### src/hw/host_pkg.sv
// shared protocol constants and types; opcode values above 2 are illegal and get discarded
package host_pkg;

	typedef logic [7:0] byte_t;

	// identification bytes, low byte of the first inbound dword / first outbound byte
	localparam byte_t HOST_ID_IN = 8'hCD;
	localparam byte_t HOST_ID_OUT = 8'hDC;

	// status low nibble values that change the response framing
	localparam logic [3:0] STATUS_ERR = 4'hF;
	localparam logic [3:0] STATUS_DATA = 4'hD;

	// count field in command and status dwords
	localparam int COUNT_W = 24;

	typedef enum logic [3:0] {
		OP_PING = 4'd0,
		OP_WRITE = 4'd1,
		OP_READ = 4'd2
	} opcode_e;

	// one bus transaction for the local master
	typedef struct packed {
		opcode_e opcode;
		logic [31:0] addr;
		logic [31:0] data;
	} host_req_t;

endpackage
### src/hw/credit_if.sv
// one payload per valid beat; sender must hold a credit per beat, receiver pulses credit per freed entry
interface credit_if #(
	parameter type payload_t = logic [7:0]
);

	logic valid;
	payload_t payload;
	// final beat of a command or frame
	logic last;
	// one-cycle pulse, one per entry leaving the receiver
	logic credit;

	modport sender (
		output valid,
		output payload,
		output last,
		input credit
	);

	modport receiver (
		input valid,
		input payload,
		input last,
		output credit
	);

endinterface

### src/hw/ft_host_bridge.sv
// rx and tx byte streams stand in for the FT245 FIFOs; bad frames are dropped silently
module ft_host_bridge #(
	parameter int REQ_DEPTH = 4,
	parameter int TX_DEPTH = 8
) (
	input logic clk,
	input logic rst,
	input logic rx_valid,
	input host_pkg::byte_t rx_data,
	input logic rx_last,
	output logic rx_ready,
	output logic req_valid,
	output host_pkg::opcode_e req_opcode,
	output logic [31:0] req_addr,
	output logic [31:0] req_data,
	output logic req_last,
	input logic req_ready,
	input logic rsp_valid,
	input host_pkg::byte_t rsp_status,
	input logic [31:0] rsp_addr,
	input logic [31:0] rsp_data,
	input logic [host_pkg::COUNT_W-1:0] rsp_count,
	output logic rsp_ready,
	output logic tx_valid,
	output host_pkg::byte_t tx_data,
	output logic tx_last,
	input logic tx_ready
);

	import host_pkg::*;

	host_req_t req_item;

	credit_if #(.payload_t(host_req_t)) req_link ();
	credit_if #(.payload_t(byte_t)) tx_link ();

	// request path
	cmd_parser #(.DEPTH(REQ_DEPTH)) u_parser (
		.clk(clk),
		.rst(rst),
		.rx_valid(rx_valid),
		.rx_data(rx_data),
		.rx_last(rx_last),
		.rx_ready(rx_ready),
		.req(req_link.sender)
	);

	credit_fifo #(.payload_t(host_req_t), .DEPTH(REQ_DEPTH)) req_q (
		.clk(clk),
		.rst(rst),
		.enq(req_link.receiver),
		.out_valid(req_valid),
		.out_payload(req_item),
		.out_last(req_last),
		.out_ready(req_ready)
	);

	assign req_opcode = req_item.opcode;
	assign req_addr = req_item.addr;
	assign req_data = req_item.data;

	// response path
	resp_framer #(.DEPTH(TX_DEPTH)) u_framer (
		.clk(clk),
		.rst(rst),
		.rsp_valid(rsp_valid),
		.rsp_status(rsp_status),
		.rsp_addr(rsp_addr),
		.rsp_data(rsp_data),
		.rsp_count(rsp_count),
		.rsp_ready(rsp_ready),
		.tx(tx_link.sender)
	);

	credit_fifo #(.payload_t(byte_t), .DEPTH(TX_DEPTH)) tx_q (
		.clk(clk),
		.rst(rst),
		.enq(tx_link.receiver),
		.out_valid(tx_valid),
		.out_payload(tx_data),
		.out_last(tx_last),
		.out_ready(tx_ready)
	);

endmodule

### src/hw/resp_framer.sv
// only STATUS_ERR and STATUS_DATA change framing; further data words wait on new master handshakes
module resp_framer #(
	parameter int DEPTH = 8
) (
	input logic clk,
	input logic rst,
	input logic rsp_valid,
	input host_pkg::byte_t rsp_status,
	input logic [31:0] rsp_addr,
	input logic [31:0] rsp_data,
	input logic [host_pkg::COUNT_W-1:0] rsp_count,
	output logic rsp_ready,
	credit_if.sender tx
);

	import host_pkg::*;

	localparam int CW = $clog2(DEPTH + 1);

	typedef enum logic [2:0] {
		F_IDLE,
		F_ID,
		F_STAT,
		F_ADDR,
		F_DATA,
		F_WAIT
	} state_t;

	state_t state;
	logic [1:0] byte_cnt;
	logic [31:0] sh;
	byte_t status_q;
	logic [31:0] addr_q;
	logic [31:0] data_q;
	logic [COUNT_W-1:0] words_left;
	logic [COUNT_W-1:0] count_field;
	logic is_err;
	logic is_data;
	logic hs;
	logic dw_end;

	logic [CW-1:0] credit_cnt;
	logic fire;

	assign hs = rsp_valid && rsp_ready;
	assign is_err = (status_q[3:0] == STATUS_ERR);
	assign is_data = (status_q[3:0] == STATUS_DATA);
	// words_left still holds rsp_count while the status goes out
	assign count_field = is_data ? words_left + COUNT_W'(1) : '0;

	assign tx.valid = (state != F_IDLE) && (state != F_WAIT) && (credit_cnt != '0);
	assign tx.payload = (state == F_ID) ? HOST_ID_OUT : sh[31:24];
	assign fire = tx.valid;
	assign dw_end = (byte_cnt == 2'd3);

	assign tx.last = dw_end && (
		(state == F_STAT && is_err) ||
		(state == F_ADDR && !is_data) ||
		(state == F_DATA && words_left == '0));

	always_ff @(posedge clk) begin
		if (hs && state == F_IDLE) begin
			status_q <= rsp_status;
			addr_q <= rsp_addr;
			data_q <= rsp_data;
			words_left <= rsp_count;
		end
		// next data word goes straight into the shifter
		if (hs && state == F_WAIT) begin
			sh <= rsp_data;
		end
		if (fire) begin
			case (state)
				F_ID: sh <= {status_q, count_field};
				F_STAT: sh <= dw_end ? addr_q : {sh[23:0], 8'h0};
				F_ADDR: sh <= dw_end ? data_q : {sh[23:0], 8'h0};
				F_DATA: begin
					sh <= {sh[23:0], 8'h0};
					if (dw_end) begin
						words_left <= words_left - COUNT_W'(1);
					end
				end
				default: sh <= sh;
			endcase
		end
	end

	always_ff @(posedge clk) begin
		if (rst) begin
			state <= F_IDLE;
			byte_cnt <= '0;
			rsp_ready <= 1'b0;
			credit_cnt <= CW'(DEPTH);
		end else begin
			case (state)
				F_IDLE: begin
					if (hs) begin
						rsp_ready <= 1'b0;
						state <= F_ID;
					end else begin
						rsp_ready <= 1'b1;
					end
				end
				F_ID: if (fire) state <= F_STAT;
				F_STAT: begin
					if (fire && dw_end) begin
						state <= is_err ? F_IDLE : F_ADDR;
					end
				end
				F_ADDR: begin
					if (fire && dw_end) begin
						state <= is_data ? F_DATA : F_IDLE;
					end
				end
				F_DATA: begin
					if (fire && dw_end) begin
						if (words_left == '0) begin
							state <= F_IDLE;
						end else begin
							state <= F_WAIT;
							rsp_ready <= 1'b1;
						end
					end
				end
				F_WAIT: begin
					if (hs) begin
						rsp_ready <= 1'b0;
						state <= F_DATA;
					end
				end
				default: state <= F_IDLE;
			endcase
			// byte counter wraps back to 0 at each dword end
			if (fire && state != F_ID) begin
				byte_cnt <= byte_cnt + 2'd1;
			end
			if (fire && !tx.credit) begin
				credit_cnt <= credit_cnt - CW'(1);
			end else if (!fire && tx.credit) begin
				credit_cnt <= credit_cnt + CW'(1);
			end
		end
	end

endmodule

### src/hw/cmd_parser.sv
// frames end on rx_last only; bad ID or opcode drops the rest of the frame, no error reply is sent
module cmd_parser #(
	parameter int DEPTH = 4
) (
	input logic clk,
	input logic rst,
	input logic rx_valid,
	input host_pkg::byte_t rx_data,
	input logic rx_last,
	output logic rx_ready,
	credit_if.sender req
);

	import host_pkg::*;

	localparam int CW = $clog2(DEPTH + 1);

	typedef enum logic [2:0] {
		S_ID,
		S_CMD,
		S_ADDR,
		S_DATA,
		S_DISCARD
	} state_t;

	state_t state;
	state_t state_nx;
	logic run;
	logic [1:0] byte_cnt;
	logic [23:0] dword_q;
	logic [31:0] full_dw;
	logic accept;
	logic dw_done;

	opcode_e op_q;
	logic [31:0] addr_q;
	logic [COUNT_W-1:0] words_left;

	host_req_t item;
	logic item_last;
	logic item_pend;
	host_req_t new_req;
	logic new_item;
	logic new_last;

	logic [CW-1:0] credit_cnt;
	logic fire;

	assign accept = rx_valid && rx_ready;
	assign full_dw = {dword_q, rx_data};
	assign dw_done = accept && (byte_cnt == 2'd3);

	// stall intake only when an item is stuck without credit
	assign rx_ready = run && !(item_pend && credit_cnt == '0);

	assign req.valid = item_pend && (credit_cnt != '0);
	assign req.payload = item;
	assign req.last = item_last;
	assign fire = req.valid;

	// act on each completed dword
	always_comb begin
		state_nx = state;
		new_item = 1'b0;
		new_last = 1'b0;
		new_req = '{opcode: OP_PING, addr: 32'h0, data: 32'h0};
		if (dw_done) begin
			case (state)
				S_ID: state_nx = (full_dw[7:0] == HOST_ID_IN) ? S_CMD : S_DISCARD;
				S_CMD: begin
					case (opcode_e'(full_dw[27:24]))
						OP_PING: begin
							new_item = 1'b1;
							new_last = 1'b1;
							state_nx = S_DISCARD;
						end
						OP_WRITE, OP_READ: state_nx = S_ADDR;
						default: state_nx = S_DISCARD;
					endcase
				end
				S_ADDR: begin
					if (op_q == OP_READ) begin
						new_item = 1'b1;
						new_last = 1'b1;
						new_req.opcode = OP_READ;
						new_req.addr = full_dw;
						state_nx = S_DISCARD;
					end else begin
						state_nx = S_DATA;
					end
				end
				S_DATA: begin
					new_item = 1'b1;
					new_last = (words_left == COUNT_W'(1));
					new_req = '{opcode: OP_WRITE, addr: addr_q, data: full_dw};
					if (new_last) begin
						state_nx = S_DISCARD;
					end
				end
				default: state_nx = state;
			endcase
		end
		// frame boundary always resyncs
		if (accept && rx_last) begin
			state_nx = S_ID;
		end
	end

	always_ff @(posedge clk) begin
		if (accept) begin
			dword_q <= full_dw[23:0];
		end
		if (dw_done && state == S_CMD) begin
			op_q <= opcode_e'(full_dw[27:24]);
			// a write with count 0 still carries one word
			words_left <= (full_dw[23:0] == '0) ? COUNT_W'(1) : full_dw[23:0];
		end
		if (dw_done && state == S_ADDR) begin
			addr_q <= full_dw;
		end
		if (dw_done && state == S_DATA) begin
			words_left <= words_left - COUNT_W'(1);
		end
		if (new_item) begin
			item <= new_req;
			item_last <= new_last;
		end
	end

	always_ff @(posedge clk) begin
		if (rst) begin
			state <= S_ID;
			run <= 1'b0;
			byte_cnt <= '0;
			item_pend <= 1'b0;
			credit_cnt <= CW'(DEPTH);
		end else begin
			run <= 1'b1;
			state <= state_nx;
			if (accept) begin
				byte_cnt <= rx_last ? 2'd0 : byte_cnt + 2'd1;
			end
			if (new_item) begin
				item_pend <= 1'b1;
			end else if (fire) begin
				item_pend <= 1'b0;
			end
			if (fire && !req.credit) begin
				credit_cnt <= credit_cnt - CW'(1);
			end else if (!fire && req.credit) begin
				credit_cnt <= credit_cnt + CW'(1);
			end
		end
	end

endmodule

### src/hw/credit_fifo.sv
// relies on the sender's credit counter to never overfill; DEPTH must be 2 or more
module credit_fifo #(
	parameter type payload_t = logic [7:0],
	parameter int DEPTH = 4
) (
	input logic clk,
	input logic rst,
	credit_if.receiver enq,
	output logic out_valid,
	output payload_t out_payload,
	output logic out_last,
	input logic out_ready
);

	localparam int PW = $clog2(DEPTH);
	localparam int CW = $clog2(DEPTH + 1);

	payload_t mem [DEPTH];
	logic last_mem [DEPTH];

	logic [PW-1:0] wr_ptr;
	logic [PW-1:0] rd_ptr;
	logic [CW-1:0] count;
	logic push;
	logic pop;

	assign push = enq.valid;
	assign pop = out_valid && out_ready;

	assign out_valid = (count != '0);
	assign out_payload = mem[rd_ptr];
	// masked so no stale flag leaks out while empty
	assign out_last = out_valid && last_mem[rd_ptr];

	// storage
	always_ff @(posedge clk) begin
		if (push) begin
			mem[wr_ptr] <= enq.payload;
			last_mem[wr_ptr] <= enq.last;
		end
	end

	always_ff @(posedge clk) begin
		if (rst) begin
			wr_ptr <= '0;
			rd_ptr <= '0;
			count <= '0;
			enq.credit <= 1'b0;
		end else begin
			// credit goes back the cycle after a pop
			enq.credit <= pop;
			if (push) begin
				wr_ptr <= (wr_ptr == PW'(DEPTH - 1)) ? '0 : wr_ptr + PW'(1);
			end
			if (pop) begin
				rd_ptr <= (rd_ptr == PW'(DEPTH - 1)) ? '0 : rd_ptr + PW'(1);
			end
			if (push && !pop) begin
				count <= count + CW'(1);
			end else if (pop && !push) begin
				count <= count - CW'(1);
			end
		end
	end

endmodule

### config.mk
export PLATFORM = sky130hd
export DESIGN_NAME = ft_host_bridge
export DESIGN_NICKNAME = d
export VERILOG_FILES = /design/src/hw/host_pkg.sv /design/src/hw/credit_if.sv /design/src/hw/ft_host_bridge.sv /design/src/hw/resp_framer.sv /design/src/hw/cmd_parser.sv /design/src/hw/credit_fifo.sv
export SDC_FILE = /design/constraint.sdc
export NUM_CORES = 1
export LEC_CHECK = 0
export ABC_AREA = 1
export BUFFER_PORTS_ARGS = -buffer_cell sky130_fd_sc_hd__buf_2
export CORE_UTILIZATION = 45
export DETAILED_ROUTE_END_ITERATION = 16
export PLACE_DENSITY = 0.71
export SLEW_MARGIN = 10
export SYNTH_ARGS = -nofsm -noshare
export SYNTH_HDL_FRONTEND = slang
export SYNTH_SLANG_ARGS = --single-unit
### constraint.sdc
create_clock -name clk -period 11.75 [get_ports clk]
set_input_delay 0 -clock clk [delete_from_list [all_inputs] [get_ports clk]]
set_output_delay 0 -clock clk [all_outputs]
set_load 0.05 [all_outputs]
* After elaboration in Yosys (flattened, before gate mapping)
Memory sizes are Yosys's and may differ from the RTL's. A register that Yosys moved wholly into a read port is not among the register bits.
Index checks and enable logic that the tools add are counted.
** Storage, ports and cells
- Register bits after elaboration :: 320
- RAM bits :: 348
- Memories kept :: 4
** Memories
- req_q.mem :: depth 4, width 68, read ports 1, clocked after Yosys merged registers in 1, write ports 1, RTL line credit_fifo.sv:18 : payload_t mem [DEPTH];
- tx_q.mem :: depth 8, width 8, read ports 1, clocked after Yosys merged registers in 1, write ports 1, RTL line credit_fifo.sv:18
- tx_q.last_mem :: depth 8, width 1, read ports 1, clocked after Yosys merged registers in 1, write ports 1, RTL line credit_fifo.sv:19 : logic last_mem [DEPTH];
- req_q.last_mem :: depth 4, width 1, read ports 1, clocked after Yosys merged registers in 1, write ports 1, RTL line credit_fifo.sv:19
** Cells by class
- Add/subtract/negate cells :: 17
- Equality and inequality tests :: 32
- Muxes and demuxes :: 69
- Reduce and logical (&&, ||, !) cells :: 69
** Operators by type and width (count)
- 2-to-1 mux 24 bit :: 8
- 2-to-1 mux 32 bit :: 4
- case mux 32 bit (4 select lines) :: 1
- case mux 34 bit (2 select lines) :: 1
- 2-to-1 mux 3 bit :: 22
- zero test 24 bit :: 2
- subtractor 24 x 1 -> 24 bit (second input constant) :: 2
- 2-to-1 mux 34 bit :: 1
- logical AND 1 bit :: 32
- adder 24 x 1 -> 24 bit (second input constant) :: 1
- equality test 24 x 1 -> 1 bit (second input constant) :: 1
- case mux 3 bit (6 select lines) :: 1
- 2-to-1 mux 2 bit :: 8
- 2-to-1 mux 4 bit :: 4
- 2-to-1 mux 1 bit :: 14
- nonzero test 2 bit :: 7
- adder 3 x 1 -> 3 bit (second input constant) :: 4
- equality test 3 x 2 -> 1 bit (second input constant) :: 4
- equality test 3 bit (second input constant) :: 4
- case mux 3 bit (4 select lines) :: 1
- nonzero test 3 bit :: 4
- nonzero test 4 bit :: 3
- zero test 3 bit :: 3
- case mux 1 bit (3 select lines) :: 3
- other kinds (24) :: 52

* Depth between registers and ports, before layout
- Word-level depth :: 9
- Gate-level depth with buffers :: 17
- Gate-level depth less buffers :: 14

* By module
From an unflattened synthesis, not the netlist that was laid out.
** Unflattened totals
- Cell total of the unflattened synthesis :: 2651
- Area, all modules :: 28891.5 µm²
** By module, submodules not included
- credit_fifo at req_q :: times used 1, cells an instance 736, area an instance 10744.1 µm²
- resp_framer :: times used 1, cells an instance 1000, area an instance 7703.6 µm²
- cmd_parser :: times used 1, cells an instance 576, area an instance 6822.8 µm²
- credit_fifo at tx_q :: times used 1, cells an instance 339, area an instance 3621.0 µm²

* Least setup slack after synthesis
OpenSTA, ideal clock, no wires.
- Path kind :: register -> register
- From :: reg req_q.wr_ptr[0]
- To :: mem req_q.last_mem[2] (enable)
- Arrival :: 3.377 ns
- Required time :: 11.257 ns
- Path slack :: 7.881 ns
- Cell stages (with the launch flop) :: 5
- Clock period less this slack :: 3.869 ns
- Cells stage by stage :: dfxtp_1 -> inv_1 -> ha_1 -> inv_1 -> nor2_1
** RTL lines
- from (decl) :: RTL line credit_fifo.sv:21 : logic [PW-1:0] wr_ptr;
- from (signal assigned) :: RTL line credit_fifo.sv:53 : wr_ptr <= (wr_ptr == PW'(DEPTH - 1)) ? '0 : wr_ptr + PW'(1);
- to (decl) :: RTL line credit_fifo.sv:19
Straight into the memory's write port.

==> reports/metrics.csv <==
stage,metric,value,unit
cells_and_area,stdcell_area,33300,um^2
pwr,ir_worst_vdd,0.113,mV
setup_path,path_cells,clkinv_2 -> buf_4 -> o21ai_0 -> o22ai_1 -> buf_2,
detailed_routing,dr_total_vias,20300,
pwr,internal-power,4570,uW
clock_tree,cts_htree_levels,3,
global_route,antenna_found_initial,3,
yosys,synth-edff-count,595,
yosys,synth_area,28300,um^2
yosys,ys_types,52,
sta,hold_viol_final,0,
setup_path,cp-start-kind,flip-flop,
cells_and_area,final_core_util,53.8,%
placement,dp.cells,3518,
global_route,grt_pass1_vias,19800,
setup_path,worstReg2RegEnd,tx_q.mem[1][5],
flow_run,cap_violations,0,
detailed_routing,viasPerCell,5.41,
setup_path,path_class,reg2out,
global_route,grt_pass1_wl,109000,um
detailed_routing,first_iter_violations,1922,
floorplan,boundaryPins,193,
yosys,yosys.area.top_type,edfxtp_1,
floorplan,coreArea,61900,um^2
clock_tree,cts_root_buf,clkbuf_16,
setup_path,cp-end-kind,output port,
cells_and_area,stdcell_count,3757,
sta,fin_crit_sh,29.6,%
placement,gp_congestion,0.905,
floorplan,dieArea,63900,um^2
sta,tightest_slew,1.09,ns
pwr,power.share.combinational,28.1,%
yosys,ys_seq_elements,663,
floorplan,die_w,253,um
pwr,leakagePower,0.0123,uW
pwr,clkPwrFrac,29.9,%
placement,dpl.hpwl,44600,um
global_route,grt_overflow,0,
setup_path,reg2reg_depth,8,
setup_path,required,11.75,ns
cells_and_area,nets,3002,
setup_path,r2r-start,u_framer.state[0],
sta,setup-violations-final,0,
setup_path,cp.arrival,3.48,ns
yosys,synth_top_area_share,63.2,%
clock_tree,clk_pin_slew,0.06,ns
setup_path,critPathSlowestCell,clkinv_2,
detailed_routing,drc,0,
pwr,seqPwrFrac,42.0,%
yosys,async_flop_share,0,%
sta,max_freq,287,MHz
sta,slew_viol_final,0,
pwr,p_sw,2630,uW
detailed_routing,ant_nets,0,
setup_path,crit_path_max_incr_delay,0.85,ns
cells_and_area,drive_gt1_share,13.1,%
clock_tree,cts_tree,yes,
pwr,p_sw_share,36.5,%
sta,rsz0062_at_grt,no,
min_path,hold_class,in2reg,
yosys,yosysSeqAreaShare,68.0,%
yosys,yosys_warnings,0,
floorplan,start_util,45.7,%
global_route,grt_max_degree,89,
setup_path,crit_fanout,69,
clock_tree,clkLatencyLatePin,0.63,ns
setup_path,cpLargestDelayFamily,buffers and inverters,
floorplan,placement_rows,91,
yosys,synth_most_common_cell,edfxtp_1,
setup_path,path_depth,5,
cells_and_area,area_growth,17.8,%
sta,skew,0.0298,ns
sta,maxSlewHeadroom,27.1,%
sta,totalNegativeSetupSlack,0,ns
global_route,grt_use_total,21.9,%
detailed_routing,firstDrtPassIters,6,
placement,post_dp_cell_area,30000,um^2
yosys,yosys-top-cells-count,"595 x edfxtp_1, 457 x nand2_1, 428 x nor2_1",
yosys,syn-mean-instance-area,10.9,um^2
pwr,power,7200,uW
yosys,netlist_instances,2587,
floorplan,die_y,253,um
detailed_routing,wl_per_cell,18.7,um
pwr,powerDensity,216,nW/um^2
clock_tree,post_cts_buffers,0,
setup_path,crit_buf_inv,3,
clock_tree,cts_max_path_buffers,3,
setup_path,crit_path_end,req_opcode[1],
yosys,synth_ff_type,edfxtp_1,
setup_path,r2r_setup_slack,8.89,ns
clock_tree,cts_buffers,69,
detailed_routing,wl,70400,um
sta,period_needed,3.48,ns
placement,portBuffers,190,
yosys,ys_top_cells_by_area,"edfxtp_1 63%, nand2_1 6.1%, nor2_1 5.7%",
outcome,status,"complete, no violations",
clock_tree,cts_num_sinks,663,
==> flip-flops by register name, summed over array words and instances (netlist names), 32 cells and up, named ones only <==
name,cells
req_q.mem,264
u_parser.req.payload,66
tx_q.mem,64
u_framer.sh,32
u_framer.data_q,32
u_framer.addr_q,32
u_parser.addr_q,32
==> layout by cell type (no fill, tap or decap), drive strengths merged, types with 5 or more instances in the layout <==
cell type / netlist / layout
o22ai: 84 / 84
xor2: 25 / 25
inv: 170 / 175
nor3: 25 / 25
buf: 56 / 212
dfxtp: 68 / 68
nand3: 97 / 97
a22oi: 33 / 33
a31oi: 7 / 7
clkinv: 3 / 27
xnor2: 5 / 5
or2: 20 / 20
o21ai: 281 / 281
edfxtp: 595 / 595
nand4: 20 / 20
a21boi: 11 / 11
a21oi: 69 / 69
ha: 24 / 24
clkbuf: 63 / 89
nand2: 464 / 464
dlygate4sd3: 0 / 111
nor2: 440 / 440
==> repair_timing <==
action	CTS	global route
hold buffers	111	0
gates resized for setup	0	0
endpoints found under the hold margin	195	0
endpoints found under the setup margin	0	0
==> worst reg2reg max path, stage by stage, from the launching register on <==
cell	delay (ns)
dfxtp_1	0.52
inv_2	0.12
nand2_4	0.12
nand2_2	0.08
inv_2	0.07
nand2_2	0.50
nor2_2	0.32
inv_2	0.08
nor2_1	0.66
==> routing by layer <==
| metal | wire length [um] | global-route usage (%) |
|---|---|---|
| met5 | 0 | 0 |
| met4 | 2200 | 8.40 |
| met3 | 4640 | 3.27 |
| met2 | 35400 | 38.2 |
| met1 | 28100 | 27.5 |
==> cell type report <==
type / count / area, um^2
Fill cell: 5145 / 28600
Clock buffer: 89 / 1840
Multi-Input combinational cell: 1633 / 7910
Antenna cell: 4 / 10.0
Sequential cell: 663 / 19200
Inverter: 173 / 651
Clock inverter: 35 / 397
Timing Repair Buffer: 323 / 2230
Tap cell: 837 / 1050
==> how the worst min path moves through the flow <==
stage | start | end | slack [ns] | cells after the start
floorplan | rsp_addr[0] | u_framer.addr_q[0] | 0.1 | 0
global placement | rsp_addr[20] | u_framer.addr_q[20] | 0.18 | 1
detailed placement | rsp_addr[2] | u_framer.addr_q[2] | 0.18 | 1
CTS | rsp_valid | u_framer.state[0] | 0.004 | 6
global route | rsp_status[7] | u_framer.status_q[7] | 0.07 | 2
finish | rsp_valid | u_framer.state[1] | 0.05 | 6
==> power groups by stage <==
stage / clock [uW] / sequential [uW] / combinational, uW
detailed placement: 0 / 3060 / 1980
floorplan: 0 / 2970 / 1530
global placement: 0 / 3060 / 1920
finish: 2150 / 3020 / 2020
CTS: 2190 / 3020 / 2020
global route: 2270 / 3040 / 2200
==> metrics by stage <==
step / hold slack (ns) / setup slack [ns]
floorplan: 0.0989 / 7.88
global placement: 0.176 / 9.02
detailed placement: 0.178 / 8.90
CTS: 0.00381 / 8.23
global route: 0.0746 / 7.99
finish: 0.0467 / 8.27
==> kinds of logic after synthesis <==
logic type      Yosys count  share of synthesized area [%]
compound gates          503                           9.94
xor+xnor                 30                          0.929
fa+ha+maj                28                           1.34
buf+inv                 292                           4.22
flops                   663                           68.0
other cells               1                         0.0133
simple gates           1070                           15.6
Power figures use the tool's default switching activity.
